[config.mk]
export PLATFORM = sky130hd
export DESIGN_NAME = decoderTop
export DESIGN_NICKNAME = d
export VERILOG_FILES = /design/src/common/decodePkg.sv /design/src/classify/opcodeClassifier.sv /design/src/operand/memBaseSelect.sv /design/src/operand/operandMapper.sv /design/src/rtl/decoderTop.sv
export SDC_FILE = /design/constraint.sdc
export NUM_CORES = 1
export LEC_CHECK = 0
export ABC_CLOCK_PERIOD_IN_PS = 2500
export BUFFER_PORTS_ARGS = -buffer_cell sky130_fd_sc_hd__buf_2
export CAP_MARGIN = 10
export CORE_MARGIN = 1
export CORE_UTILIZATION = 55
export DETAILED_ROUTE_END_ITERATION = 8
export HOLD_SLACK_MARGIN = 0.05
export PLACE_DENSITY_LB_ADDON = 0.25
export SYNTH_ARGS = -nofsm -noshare
export SYNTH_HDL_FRONTEND = slang
export SYNTH_SLANG_ARGS = --single-unit
[constraint.sdc]
create_clock -name clock -period 2.5 [get_ports clock]
set_clock_uncertainty 0.15 [all_clocks]
set_input_delay 0.25 -clock clock [delete_from_list [all_inputs] [get_ports clock]]
set_output_delay 0.25 -clock clock [all_outputs]
set_load 0.01 [all_outputs]
[src/common/decodePkg.sv]
package decodePkg;

	//~~~~~~~~~~~~~~~~~~~~~~~~~~~~~~~~~~~~~~~~
	// widths and registers
	//~~~~~~~~~~~~~~~~~~~~~~~~~~~~~~~~~~~~~~~~
	typedef logic [5:0] regId_t;
	typedef logic [7:0] uCmd_t;
	typedef logic [32:0] imm_t;

	localparam regId_t regDlr = 6'h20;
	localparam regId_t regPc = 6'h30;
	localparam regId_t regGbr = 6'h32;
	localparam regId_t regTbr = 6'h33;
	localparam regId_t regZzr = 6'h3F;

	localparam logic [1:0] ixRri = 2'b00;
	localparam logic [7:0] fxPrefix = 8'b11?10?00;	// bits 13 and 10 free

	//~~~~~~~~~~~~~~~~~~~~~~~~~~~~~~~~~~~~~~~~
	// micro-command codes
	//~~~~~~~~~~~~~~~~~~~~~~~~~~~~~~~~~~~~~~~~
	localparam uCmd_t cmdInvop = 8'h00;
	localparam uCmd_t cmdMovRr = 8'h01;
	localparam uCmd_t cmdAdd3 = 8'h10;
	localparam uCmd_t cmdSub3 = 8'h11;
	localparam uCmd_t cmdMul3 = 8'h12;
	localparam uCmd_t cmdAdc3 = 8'h13;
	localparam uCmd_t cmdSbb3 = 8'h14;
	localparam uCmd_t cmdAnd3 = 8'h15;
	localparam uCmd_t cmdOr3 = 8'h16;
	localparam uCmd_t cmdXor3 = 8'h17;
	localparam uCmd_t cmdTst = 8'h18;
	localparam uCmd_t cmdTstq = 8'h19;
	localparam uCmd_t cmdMuls = 8'h1A;
	localparam uCmd_t cmdMulu = 8'h1B;
	localparam uCmd_t cmdCmpEq = 8'h20;
	localparam uCmd_t cmdCmpHi = 8'h21;
	localparam uCmd_t cmdCmpGt = 8'h22;
	localparam uCmd_t cmdCmpQEq = 8'h24;
	localparam uCmd_t cmdCmpQHi = 8'h25;
	localparam uCmd_t cmdCmpQGt = 8'h26;
	localparam uCmd_t cmdLea = 8'h30;
	localparam uCmd_t cmdMovbRm = 8'h31;	// stores
	localparam uCmd_t cmdMovwRm = 8'h32;
	localparam uCmd_t cmdMovlRm = 8'h33;
	localparam uCmd_t cmdMovqRm = 8'h34;
	localparam uCmd_t cmdMovbMr = 8'h38;	// loads
	localparam uCmd_t cmdMovwMr = 8'h39;
	localparam uCmd_t cmdMovlMr = 8'h3A;
	localparam uCmd_t cmdMovqMr = 8'h3B;
	localparam uCmd_t cmdMovubMr = 8'h3C;
	localparam uCmd_t cmdMovuwMr = 8'h3D;
	localparam uCmd_t cmdMovulMr = 8'h3E;
	localparam uCmd_t cmdBra = 8'h40;
	localparam uCmd_t cmdBsr = 8'h41;
	localparam uCmd_t cmdJmp = 8'h42;
	localparam uCmd_t cmdJsr = 8'h43;

	//~~~~~~~~~~~~~~~~~~~~~~~~~~~~~~~~~~~~~~~~
	// decode enums
	//~~~~~~~~~~~~~~~~~~~~~~~~~~~~~~~~~~~~~~~~
	typedef enum logic [2:0] {
		formInv,
		formRegReg,
		formStIdx,
		formLdIdx,
		formSt,
		formLd,
		formRegPc,
		formPcDisp
	} form_e;

	typedef enum logic [1:0] {itySb, ityNb, ityUb} ity_e;
	typedef enum logic [2:0] {btySb, btySw, btySl, btySq} bty_e;
	typedef enum logic [1:0] {ccAlways = 2'b00, ccTrue = 2'b10, ccFalse = 2'b11} cc_e;

	typedef struct packed {
		cc_e cc;
		logic [1:0] ixMode;
		logic ld;
		bty_e bty;
	} uIxt_t;

	//~~~~~~~~~~~~~~~~~~~~~~~~~~~~~~~~~~~~~~~~
	// instruction word read two ways
	//~~~~~~~~~~~~~~~~~~~~~~~~~~~~~~~~~~~~~~~~
	typedef struct packed {
		logic [7:0] opc;
		logic [3:0] n;
		logic [3:0] m;
		logic [7:0] prefix;
		logic q;
		logic extN;
		logic extM;
		logic extI;
		logic [3:0] o;
	} regView_s;

	typedef struct packed {
		logic [3:0] opc;
		logic [11:0] dispLo;
		logic [7:0] prefix;
		logic [7:0] dispHi;	// sign lives in bit 7
	} dispView_s;

	typedef union packed {
		regView_s r;
		dispView_s d;
	} instrWord_u;

	typedef struct packed {
		instrWord_u word;
		uCmd_t uCmd;
		form_e form;
		ity_e ity;
		bty_e bty;
		cc_e cc;
	} classified_s;

	typedef struct packed {
		uCmd_t uCmd;
		regId_t regN;
		regId_t regM;
		regId_t regO;
		imm_t imm;
		uIxt_t uIxt;
	} microOp_s;

endpackage

[src/classify/opcodeClassifier.sv]
`timescale 1ns/1ps

module opcodeClassifier (
	input logic clock,
	input logic rstN,
	input logic inValid,
	output logic inReady,
	input decodePkg::instrWord_u inWord,
	output logic midValid,
	input logic midReady,
	output decodePkg::classified_s midOp
);
	import decodePkg::*;

	classified_s cls;
	logic [15:0] opKey;
	logic isFx;
	logic isDisp;
	logic isRegBr;
	logic [1:0] brSel;

	function automatic uCmd_t stCmd(input logic [1:0] size);
		case (size)
			2'd0: stCmd = cmdMovbRm;
			2'd1: stCmd = cmdMovwRm;
			2'd2: stCmd = cmdMovlRm;
			default: stCmd = cmdMovqRm;
		endcase
	endfunction

	function automatic uCmd_t ldCmd(input logic [1:0] size, input logic uns);
		case (size)
			2'd0: ldCmd = uns ? cmdMovubMr : cmdMovbMr;
			2'd1: ldCmd = uns ? cmdMovuwMr : cmdMovwMr;
			2'd2: ldCmd = uns ? cmdMovulMr : cmdMovlMr;
			default: ldCmd = uns ? cmdMovulMr : cmdMovqMr;
		endcase
	endfunction

	// unsigned quad load falls back to long
	function automatic bty_e ldBty(input logic [1:0] size, input logic uns);
		ldBty = (size == 2'd3 && uns) ? btySl : bty_e'({1'b0, size});
	endfunction

	always_comb begin
		opKey = {inWord.r.opc, inWord.r.n, inWord.r.m};
		isFx = (inWord.r.prefix ==? fxPrefix);
		isDisp = (inWord.d.opc[3:2] == 2'b11);	// Cddd..Fddd
		isRegBr = (opKey[15:2] == 14'b0011_0000_0001_00);	// 3010..3013
		brSel = isDisp ? inWord.d.opc[1:0] : opKey[1:0];

		cls.word = inWord;
		cls.uCmd = cmdInvop;
		cls.form = formInv;
		cls.ity = itySb;
		cls.bty = btySb;
		cls.cc = ccAlways;

		if (isDisp || isRegBr) begin
			cls.form = isDisp ? formPcDisp : formRegPc;
			cls.uCmd = (brSel == 2'b01) ? cmdBsr : cmdBra;
			cls.cc = brSel[1] ? cc_e'(brSel) : ccAlways;
			cls.bty = btySw;
		end else begin
			casez (opKey)
				16'b0000_01??_????_????: begin	// stores 04..07 and lea when q
					cls.uCmd = inWord.r.q ? cmdLea : stCmd(opKey[9:8]);
					cls.form = inWord.r.q ? formLdIdx : formStIdx;
					cls.bty = bty_e'({1'b0, opKey[9:8]});
					cls.ity = ityUb;
				end
				16'b0000_11??_????_????: begin	// 0C..0F
					cls.uCmd = ldCmd(opKey[9:8], inWord.r.q);
					cls.form = formLdIdx;
					cls.bty = ldBty(opKey[9:8], inWord.r.q);
					cls.ity = ityUb;
				end
				16'h10??, 16'h11??, 16'h12??, 16'h15??, 16'h16??, 16'h17??: begin
					cls.form = formRegReg;
					case (opKey[11:8])
						4'h0: cls.uCmd = cmdAdd3;
						4'h1: cls.uCmd = cmdSub3;
						4'h2: cls.uCmd = cmdMul3;
						4'h5: cls.uCmd = cmdAnd3;
						4'h6: cls.uCmd = cmdOr3;
						default: cls.uCmd = cmdXor3;
					endcase
				end
				16'h19??: begin
					cls.form = formRegReg;
					case (inWord.r.o)
						4'h0: cls.uCmd = cmdAdd3;
						4'h1: cls.uCmd = cmdSub3;
						4'h2: cls.uCmd = cmdAdc3;
						4'h3: cls.uCmd = cmdSbb3;
						4'h4: cls.uCmd = inWord.r.q ? cmdTstq : cmdTst;
						4'h5: cls.uCmd = cmdAnd3;
						4'h6: cls.uCmd = cmdOr3;
						4'h7: cls.uCmd = cmdXor3;
						4'h8: cls.uCmd = cmdMovRr;
						4'h9: cls.uCmd = cmdMuls;
						4'hC: cls.uCmd = inWord.r.q ? cmdCmpQEq : cmdCmpEq;
						4'hD: cls.uCmd = inWord.r.q ? cmdCmpQHi : cmdCmpHi;
						4'hE: cls.uCmd = inWord.r.q ? cmdCmpQGt : cmdCmpGt;
						4'hF: cls.uCmd = cmdMulu;
						default: cls.form = formInv;	// control moves
					endcase
					// two-operand ops reuse n as first source
					if (inWord.r.o <= 4'h7 && inWord.r.o != 4'h4)
						cls.ity = ityNb;
				end
				16'h1B??: begin
					cls.cc = cc_e'({1'b1, inWord.r.extI});
					if (inWord.r.o[3]) begin
						cls.uCmd = ldCmd(inWord.r.o[1:0], inWord.r.q);
						cls.bty = ldBty(inWord.r.o[1:0], inWord.r.q);
						cls.form = inWord.r.o[2] ? formLdIdx : formLd;
					end else begin
						cls.uCmd = stCmd(inWord.r.o[1:0]);
						cls.bty = bty_e'({1'b0, inWord.r.o[1:0]});
						cls.form = inWord.r.o[2] ? formStIdx : formSt;
					end
				end
				default: begin
				end
			endcase
		end

		if (!isFx) begin
			cls.uCmd = cmdInvop;
			cls.form = formInv;
		end
	end

	//~~~~~~~~~~~~~~~~~~~~~~~~~~~~~~~~~~~~~~~~
	// stage 1 slot
	//~~~~~~~~~~~~~~~~~~~~~~~~~~~~~~~~~~~~~~~~
	assign inReady = !midValid || midReady;

	always_ff @(posedge clock or negedge rstN) begin
		if (!rstN)
			midValid <= 1'b0;
		else if (inReady)
			midValid <= inValid;
	end

	always_ff @(posedge clock) begin
		if (inValid && inReady)
			midOp <= cls;
	end

endmodule

[src/operand/memBaseSelect.sv]
`timescale 1ns/1ps

module memBaseSelect (
	input decodePkg::regId_t baseField,
	input decodePkg::regId_t idxField,
	output decodePkg::regId_t baseReg,
	output decodePkg::regId_t idxReg,
	output logic sizeOverride
);
	import decodePkg::*;

	logic baseLow;	// base field names R0 or R1
	logic idxR1;

	assign baseLow = (baseField[5:1] == 5'b10000);
	assign idxR1 = (idxField[5:1] == 5'b10000) && idxField[0];
	assign sizeOverride = baseLow;

	always_comb begin
		baseReg = baseField;
		idxReg = idxField;
		if (baseLow) begin
			case ({baseField[0], idxR1})
				2'b11: begin
					baseReg = regTbr;
					idxReg = regDlr;
				end
				2'b10: baseReg = regGbr;
				2'b01: begin
					baseReg = regDlr;
					idxReg = regZzr;
				end
				default: baseReg = regPc;	// pc-relative with index
			endcase
		end
	end

endmodule

[src/operand/operandMapper.sv]
`timescale 1ns/1ps

module operandMapper (
	input logic clock,
	input logic rstN,
	input logic midValid,
	output logic midReady,
	input decodePkg::classified_s midOp,
	output logic outValid,
	input logic outReady,
	output decodePkg::microOp_s outOp
);
	import decodePkg::*;

	regId_t dflN;
	regId_t dflM;
	regId_t dflO;
	regId_t baseField;
	regId_t baseReg;
	regId_t idxReg;
	logic sizeOverride;
	logic isIdx;
	logic isLd;
	imm_t dispImm;
	microOp_s nextOp;

	// top three bits zero or field F picks the high bank
	function automatic regId_t dflReg(input logic [3:0] field, input logic ext);
		dflReg = {(field[3:1] == 3'b000) || (field == 4'hF), ext, field};
	endfunction

	assign dflN = dflReg(midOp.word.r.n, midOp.word.r.extN);
	assign dflM = dflReg(midOp.word.r.m, midOp.word.r.extM);
	assign dflO = dflReg(midOp.word.r.o, midOp.word.r.extI);
	assign baseField = (midOp.form == formStIdx) ? dflN : dflM;	// stores carry base in n
	assign dispImm = {{13{midOp.word.d.dispHi[7]}}, midOp.word.d.dispHi, midOp.word.d.dispLo};

	memBaseSelect u0 (
		.baseField(baseField),
		.idxField(dflO),
		.baseReg(baseReg),
		.idxReg(idxReg),
		.sizeOverride(sizeOverride)
	);

	always_comb begin
		isIdx = midOp.form inside {formStIdx, formLdIdx};
		isLd = midOp.form inside {formLdIdx, formLd};
		nextOp.uCmd = midOp.uCmd;
		nextOp.regN = regZzr;
		nextOp.regM = regZzr;
		nextOp.regO = regZzr;
		nextOp.imm = '0;
		nextOp.uIxt = '0;
		case (midOp.form)
			formRegReg: begin
				nextOp.regN = dflN;
				nextOp.regM = (midOp.ity == ityNb) ? dflN : dflM;
				nextOp.regO = (midOp.ity == ityNb) ? dflM : dflO;
			end
			formStIdx, formLdIdx, formSt, formLd: begin
				nextOp.uIxt = {midOp.cc, ixRri, isLd, midOp.bty};
				if (isIdx && midOp.ity == ityUb) begin
					nextOp.regN = isLd ? dflN : dflM;
					nextOp.regM = baseReg;
					nextOp.regO = idxReg;
					if (sizeOverride)
						nextOp.uIxt.bty = btySb;
				end else begin
					nextOp.regN = dflN;
					nextOp.regM = dflM;
					nextOp.regO = regDlr;
				end
			end
			formRegPc: begin
				nextOp.regM = regPc;
				nextOp.regO = dflO;
				nextOp.uIxt = {midOp.cc, ixRri, 1'b1, midOp.bty};
			end
			formPcDisp: begin
				nextOp.imm = dispImm;
				nextOp.uIxt = {midOp.cc, ixRri, 1'b1, midOp.bty};
			end
			default: nextOp.uCmd = cmdInvop;
		endcase
	end

	// output slot
	assign midReady = !outValid || outReady;

	always_ff @(posedge clock or negedge rstN) begin
		if (!rstN)
			outValid <= 1'b0;
		else if (midReady)
			outValid <= midValid;
	end

	always_ff @(posedge clock) begin
		if (midValid && midReady)
			outOp <= nextOp;
	end

endmodule

[src/rtl/decoderTop.sv]
`timescale 1ns/1ps

module decoderTop (
	input logic clock,
	input logic rstN,
	input logic inValid,
	output logic inReady,
	input decodePkg::instrWord_u inWord,
	output logic outValid,
	input logic outReady,
	output decodePkg::microOp_s outOp
);
	import decodePkg::*;

	// stage 1 to stage 2 link
	logic midValid;
	logic midReady;
	classified_s midOp;

	opcodeClassifier u0 (
		.clock(clock),
		.rstN(rstN),
		.inValid(inValid),
		.inReady(inReady),
		.inWord(inWord),
		.midValid(midValid),
		.midReady(midReady),
		.midOp(midOp)
	);

	operandMapper u1 (
		.clock(clock),
		.rstN(rstN),
		.midValid(midValid),
		.midReady(midReady),
		.midOp(midOp),
		.outValid(outValid),
		.outReady(outReady),
		.outOp(outOp)
	);

endmodule

==> flow_summary.json, run 1 <==
{
  "run_status": "finished, final reports clean",
  "syn-cell-area_um2": 4720,
  "post-layout-total-power_uw": 3230,
  "via_per_inst": 5.86,
  "p_clk_share_pct": 29.6,
  "cts_tree": "built",
  "critPathKind": "in2reg",
  "design.die.area_um2": 8950,
  "cts.htree.levels": 3,
  "num_rows": 33,
  "dr.pass1.iters": 5,
  "timing.final.hold_violations": 0,
  "yosysTopAreaCellShare_pct": 54.8,
  "cts_setup_buffers": 0,
  "synth-async-reset-ratio_pct": 2.27,
  "grt_max_degree": 51,
  "cts_inserted_buffers": 9,
  "synth.ff_latch_count": 88,
  "p_comb_share_pct": 14.9,
  "finalSetupViolations": 0,
  "route.detailed.drc": 0,
  "netlist_cell_types": 61,
  "p_seq_share_pct": 55.6,
  "core_um2": 8260,
  "syn2layout_area_growth_pct": 19.4,
  "yosysMostFrequentCell": "sky130_fd_sc_hd__edfxtp_1",
  "timing.critical_path.from": "inWord[24]",
  "fin_setup_tns_ps": 0,
  "clock-sinks": 88,
  "route.final.wire_length_um": 10500,
  "port_buf_inserts": 98,
  "min_path_type": "in2reg",
  "max_stage_delay_ps": 520,
  "die_height_um": 94.6,
  "timing.hold.worst.start": "inWord[27]",
  "post_synth_fa_ha_maj_area_fraction_pct": 2.65,
  "insertedDiodeCount": 0,
  "timing.critical_path.arrival_ps": 2410,
  "grt_pass1_wl_um": 16600,
  "synthSimpleGateAreaFrac_pct": 19.3,
  "die_w_um": 94.6,
  "final_min_period_over_clock_period_pct": 94.4,
  "critPathMaxFanout": 6,
  "ant_nets": 0,
  "detailed_place_hpwl_um": 7410,
  "max_cap_violations": 0,
  "post_synth_inst_count": 423,
  "period_needed_ps": 2360,
  "clock_insertion_delay_worst_skew_ps": 360,
  "synth.largest_area_cell": "sky130_fd_sc_hd__edfxtp_1",
  "globalplace.congestion": 0.987,
  "power.ir.vdd_worst_mv": 0.264,
  "dr_total_vias": 3730,
  "number_of_enable_flip_flop_cells_after_synthesis": 86,
  "cell_internal_pwr_uw": 2400,
  "antenna_violations_before_repair": 0,
  "worstMarginPinSlew_ps": 768,
  "synthesis.area_per_instance_um2": 11.1,
  "setup_repair_after_global_routing_missed_its_margin": "no",
  "leading_post_synthesis_cells_by_cell_area": "sky130_fd_sc_hd__edfxtp_1 (55%), sky130_fd_sc_hd__and2_1 (3.4%), sky130_fd_sc_hd__buf_4 (2.9%)",
  "cts_max_path_buffers": 2,
  "clk_pin_slew_ps": 90,
  "synth_mux_area_share_pct": 3.26,
  "crit_required_ps": 2550,
  "power_density_nw_per_um2": 573,
  "crit_path_cell_trace": "dlygate4sd3_1, buf_2, inv_1, ha_2, nor3b_1, and4_1, or3_4, a31o_2, nor3b_2",
  "crit-reg2reg-launch": "u0.midOp[7]",
  "clock_tree.root_cell": "sky130_fd_sc_hd__clkbuf_8",
  "detail_route.iter0.violations": 216,
  "cp-start-kind": "input port",
  "post_synthesis_compound_gate_area_fraction_pct": 13.0,
  "initial_core_util_pct": 57.1,
  "synth-seq-area-share_pct": 55.8,
  "yosysWarningCount": 0,
  "fmax_mhz": 424,
  "net-switching-power_uw": 827,
  "postPlaceCellArea_um2": 5220,
  "xor_xnor_cell_area_share_of_the_yosys_netlist_pct": 0.186,
  "layout_cell_share_with_drive_strength_beyond_1_pct": 26.3,
  "critical-path-slowest-cell": "sky130_fd_sc_hd__dlygate4sd3_1",
  "number_of_global_route_vias_before_repair": 3462,
  "final_core_utilization_pct": 68.2,
  "setup.worst_path.end_class": "flop",
  "static-leakage-power_uw": 0.00225,
  "grt_util_all_layers_pct": 24.6,
  "postSynth.topFlopCell": "sky130_fd_sc_hd__edfxtp_1",
  "stdcell_area_um2": 5630,
  "route.detailed.wl_per_inst_um": 16.5,
  "layout.nets": 573,
  "finalMaxSlewViolations": 0,
  "synthTopCellsByCount": "sky130_fd_sc_hd__edfxtp_1 (86), sky130_fd_sc_hd__nand2_1 (33), sky130_fd_sc_hd__and2_1 (26), sky130_fd_sc_hd__a21oi_1 (24), sky130_fd_sc_hd__o21ai_0 (23)",
  "sw_frac_of_total_pct": 25.6,
  "synth_top_family_by_area": "simple AND/OR/NAND/NOR gates",
  "grt.overflow.total": 0,
  "slew_headroom_pct": 48.4,
  "ioPinCount": 105
}
## stage by stage
step | setup slack, ps | hold WS (ps) | instances
2_1_floorplan | 228 | -196 | 426
3_3_place_gp | 249 | -115 | 600
3_5_place_dp | 245 | -111 | 600
4_1_cts | 78.4 | 90.8 | 637
5_1_grt | 6.86 | 98.4 | 637
6_report | 139 | 113 | 637
## sequential cells by signal (all words and copies together) (netlist names)
signal	flops
u1.outOp	50
u0.midOp	36
u0.midValid	1
u1.outValid	1
## layer usage
metal	up-vias	GRT usage (%)	part of all wire [%]
li1	1755	-	-
met1	1752	29.0	39
met2	184	42.1	51
met3	39	4.51	6.4
met4	0	14.5	4.2
met5	-	0	0
## area by class of cell
class	instances	area [um^2]
Fill cell	632	2630
Tap cell	105	131
Sequential cell	88	2630
Inverter	10	37.5
Multi-Input combinational cell	287	1830
Clock inverter	7	70.1
Timing Repair Buffer	131	803
Clock buffer	9	124
## layout by cell type (no fill, tap or decap), types with 9 or more instances in the layout
master,instances
sky130_fd_sc_hd__ha_1,9
sky130_fd_sc_hd__buf_4,11
sky130_fd_sc_hd__nand3_1,21
sky130_fd_sc_hd__nor2_1,19
sky130_fd_sc_hd__and2_1,25
sky130_fd_sc_hd__dlygate4sd3_1,21
sky130_fd_sc_hd__inv_1,10
sky130_fd_sc_hd__buf_2,98
sky130_fd_sc_hd__edfxtp_1,86
sky130_fd_sc_hd__nor2b_1,17
sky130_fd_sc_hd__mux2i_1,12
sky130_fd_sc_hd__nand2b_1,10
sky130_fd_sc_hd__clkbuf_8,9
sky130_fd_sc_hd__a21oi_1,24
sky130_fd_sc_hd__o21ai_0,23
sky130_fd_sc_hd__nand2_1,33
## timing repair
item	in CTS	in global routing
setup endpoints to repair	0	3
hold buffers	21	0
endpoints found under the hold margin	20	0
resized for setup	0	3
## kinds of logic (layout without fill, tap and decap cells)
group                    count (synthesis)  in the layout
adder cells (fa/ha/maj)                 10             10
flip-flops                              88             88
other                                    1              4
buffers and inverters                   51            157
XOR/XNOR                                 1              1
AO/OA/AOI/OAI                           94             94
AND/OR/NAND/NOR                        163            163
multiplexers                            15             15
## path summary, 6_finish.rpt
check                               endpoint  slack, ps  depth (start not counted)
worst max-delay path            u0.midOp[13]        140                          9
max in group asynchronous        u1.outValid       1430                          3
min in group asynchronous        u0.midValid        650                          3
worst min-delay path            u0.midOp[45]        110                          1
worst max register to register  u1.outOp[43]        350                          5
worst min register to register   u1.outValid        370                          1
## critical path: cells and delay by family
kind                       cells  cell delay, ps
and+or+nand+nor                4             940
buffers and inverters          3             750
adders and majority gates      1             210
AOI/OAI and AO/OA              1             250
## power groups by stage
stage / Clock (uW) / Sequential, uW / Combinational, uW
floorplan: 0 / 1850 / 256
global placement: 0 / 1820 / 435
detailed placement: 0 / 1830 / 450
CTS: 980 / 1790 / 477
global route: 1040 / 1810 / 527
finish: 956 / 1790 / 480
Note: power is estimated with default switching activity, not from simulation.
==> inputs of run 2 (changes only) <==
Settings changed: SETUP_SLACK_MARGIN set to 0.15.
==> run 2 against run 1 <==
  * Power about the same
  * Register-to-register slack about the same
  * Combinational power barely moved
  * Flip-flop and latch count stayed put
  * Non-clock buffer count stayed put
  * Clock-buffer cell count stayed put
  * Final area hardly changed
  * Critical endpoint is now u0.midOp[12]
  * Sequential share of layout area about the same
  * Fmax is 4.6% higher
  * First-iteration DRC count shrank 8.3%
  * Core utilization is essentially flat
==> flow_summary.json, run 2 (synthesis results as in run 1) <==
{
  "setup.worst_path.end_class": "flop",
  "num_rows": 33,
  "antenna_violations_before_repair": 0,
  "crit_required_ps": 2440,
  "p_seq_share_pct": 55.5,
  "detailed_place_hpwl_um": 7410,
  "p_comb_share_pct": 14.9,
  "dpl_worst_slack_ps": 245,
  "cts_inserted_buffers": 9,
  "final_min_period_over_clock_period_pct": 90.3,
  "crit-reg2reg-launch": "u0.midOp[7]",
  "gr-usage-met1_pct": 29.0,
  "cts.htree.levels": 3,
  "grt.overflow.total": 0,
  "core_um2": 8260,
  "clock_tree.root_cell": "sky130_fd_sc_hd__clkbuf_8",
  "cell_internal_pwr_uw": 2400,
  "layout_cell_share_with_drive_strength_beyond_1_pct": 26.5,
  "die_w_um": 94.6,
  "clock-sinks": 88,
  "finalWorstSetupSlack_ps": 242,
  "critPathKind": "in2reg",
  "port_buf_inserts": 98,
  "route.detailed.wl_per_inst_um": 16.5,
  "power.ir.vdd_worst_mv": 0.263,
  "reg.largest.list": "u1.outOp x50, u0.midOp x36",
  "sw_frac_of_total_pct": 25.6,
  "number_of_global_route_vias_before_repair": 3460,
  "fmax_mhz": 443,
  "grt_util_all_layers_pct": 24.7,
  "clock_insertion_delay_worst_skew_ps": 360,
  "route.detailed.drc": 0,
  "ioPinCount": 105,
  "insertedDiodeCount": 0,
  "min_path_type": "in2reg",
  "layout_common_cells": "sky130_fd_sc_hd__buf_2 (98), sky130_fd_sc_hd__edfxtp_1 (86), sky130_fd_sc_hd__nand2_1 (33), sky130_fd_sc_hd__and2_1 (25), sky130_fd_sc_hd__a21oi_1 (24)",
  "ant_nets": 0,
  "globalplace.congestion": 0.987,
  "power_density_nw_per_um2": 573,
  "critPathMaxFanout": 7,
  "setup_repair_after_global_routing_missed_its_margin": "no",
  "max_cap_violations": 0,
  "timing.critical_path.arrival_ps": 2200,
  "cts_max_path_buffers": 2,
  "timing.critical_path.from": "inWord[0]",
  "grt_max_degree": 51,
  "finalSetupViolations": 0,
  "gr-usage-met3_pct": 4.59,
  "grt_pass1_wl_um": 16600,
  "design.die.area_um2": 8950,
  "net-switching-power_uw": 828,
  "dr.pass1.iters": 5,
  "cp-start-kind": "input port",
  "worstMarginPinSlew_ps": 793,
  "timing.hold.worst.start": "inWord[27]",
  "slew_headroom_pct": 46.7,
  "die_height_um": 94.6,
  "finalMaxSlewViolations": 0,
  "dr_total_vias": 3722,
  "syn2layout_area_growth_pct": 19.5,
  "layout.nets": 573,
  "globalRouteMet2Util_pct": 41.9,
  "final_core_utilization_pct": 68.3,
  "initial_core_util_pct": 57.1,
  "mostFrequentLayoutCell": "sky130_fd_sc_hd__buf_2",
  "via_per_inst": 5.84,
  "static-leakage-power_uw": 0.00225,
  "fin_setup_tns_ps": 0,
  "cts_tree": "built",
  "registers.top_by_ff_count": "u1.outOp",
  "clk_pin_slew_ps": 90,
  "period_needed_ps": 2260,
  "p_clk_share_pct": 29.6,
  "detail_route.iter0.violations": 198,
  "run_status": "finished, final reports clean",
  "largest_reg_flops": 50,
  "timing.final.hold_violations": 0,
  "route.final.wire_length_um": 10500,
  "grt-busiest-layer": "met2"
}
==> run 2: worst paths after layout <==
kind | cells after the start | end | slack, ps
min in group asynchronous | 3 | u0.midValid | 640
max in group asynchronous | 3 | u1.outValid | 1440
setup / recovery | 9 | u0.midOp[12] | 240
hold / removal | 1 | u0.midOp[45] | 120
setup reg to reg | 5 | u1.outOp[43] | 350
hold reg to reg | 1 | u1.outValid | 360
==> run 2: per-stage QoR <==
| stage | instance area (um^2) | std cells | hold slack (ps) | total power [uW] |
|---|---|---|---|---|
| floorplan | 4730 | 426 | -196 | 2110 |
| global placement | 5220 | 600 | -115 | 2260 |
| detailed placement | 5220 | 600 | -111 | 2280 |
| CTS | 5620 | 637 | 90.8 | 3250 |
| global route | 5640 | 637 | 98.4 | 3370 |
| finish | 5640 | 637 | 115 | 3230 |
==> run 2: timing repair <==
action                                 CTS  global route
endpoints found under the hold margin   20             0
hold buffers                            21             0
gates resized for setup                  0             3
buffers inserted                         0             0
setup endpoints to repair                0             2
==> run 2: final cells by class <==
type | instances | area [um^2]
Clock inverter | 7 | 70.1
Tap cell | 105 | 131
Timing Repair Buffer | 131 | 803
Inverter | 10 | 37.5
Fill cell | 633 | 2620
Multi-Input combinational cell | 287 | 1840
Clock buffer | 9 | 124
Sequential cell | 88 | 2630
==> run 2: critical path: stages <==
cell and delay [ps]:
sky130_fd_sc_hd__dlygate4sd3_1 520, sky130_fd_sc_hd__buf_2 190, sky130_fd_sc_hd__inv_1 80, sky130_fd_sc_hd__ha_1 290
sky130_fd_sc_hd__o311a_1 370, sky130_fd_sc_hd__nand2_1 70, sky130_fd_sc_hd__nand2_1 60, sky130_fd_sc_hd__a222oi_1 220
sky130_fd_sc_hd__a21oi_1 140
==> run 2: metal layers <==
layer | wire length [um] | part of all wire, %
met5 | 0 | 0
met4 | 405 | 3.9
met3 | 677 | 6.4
met2 | 5270 | 50
met1 | 4150 | 40
==> run 2: power by group through the flow <==
stage | logic, uW | registers (uW) | clock network [uW]
global placement | 435 | 1820 | 0
finish | 482 | 1790 | 955
CTS | 477 | 1790 | 980
global route | 528 | 1810 | 1040
floorplan | 256 | 1850 | 0
detailed placement | 450 | 1830 | 0
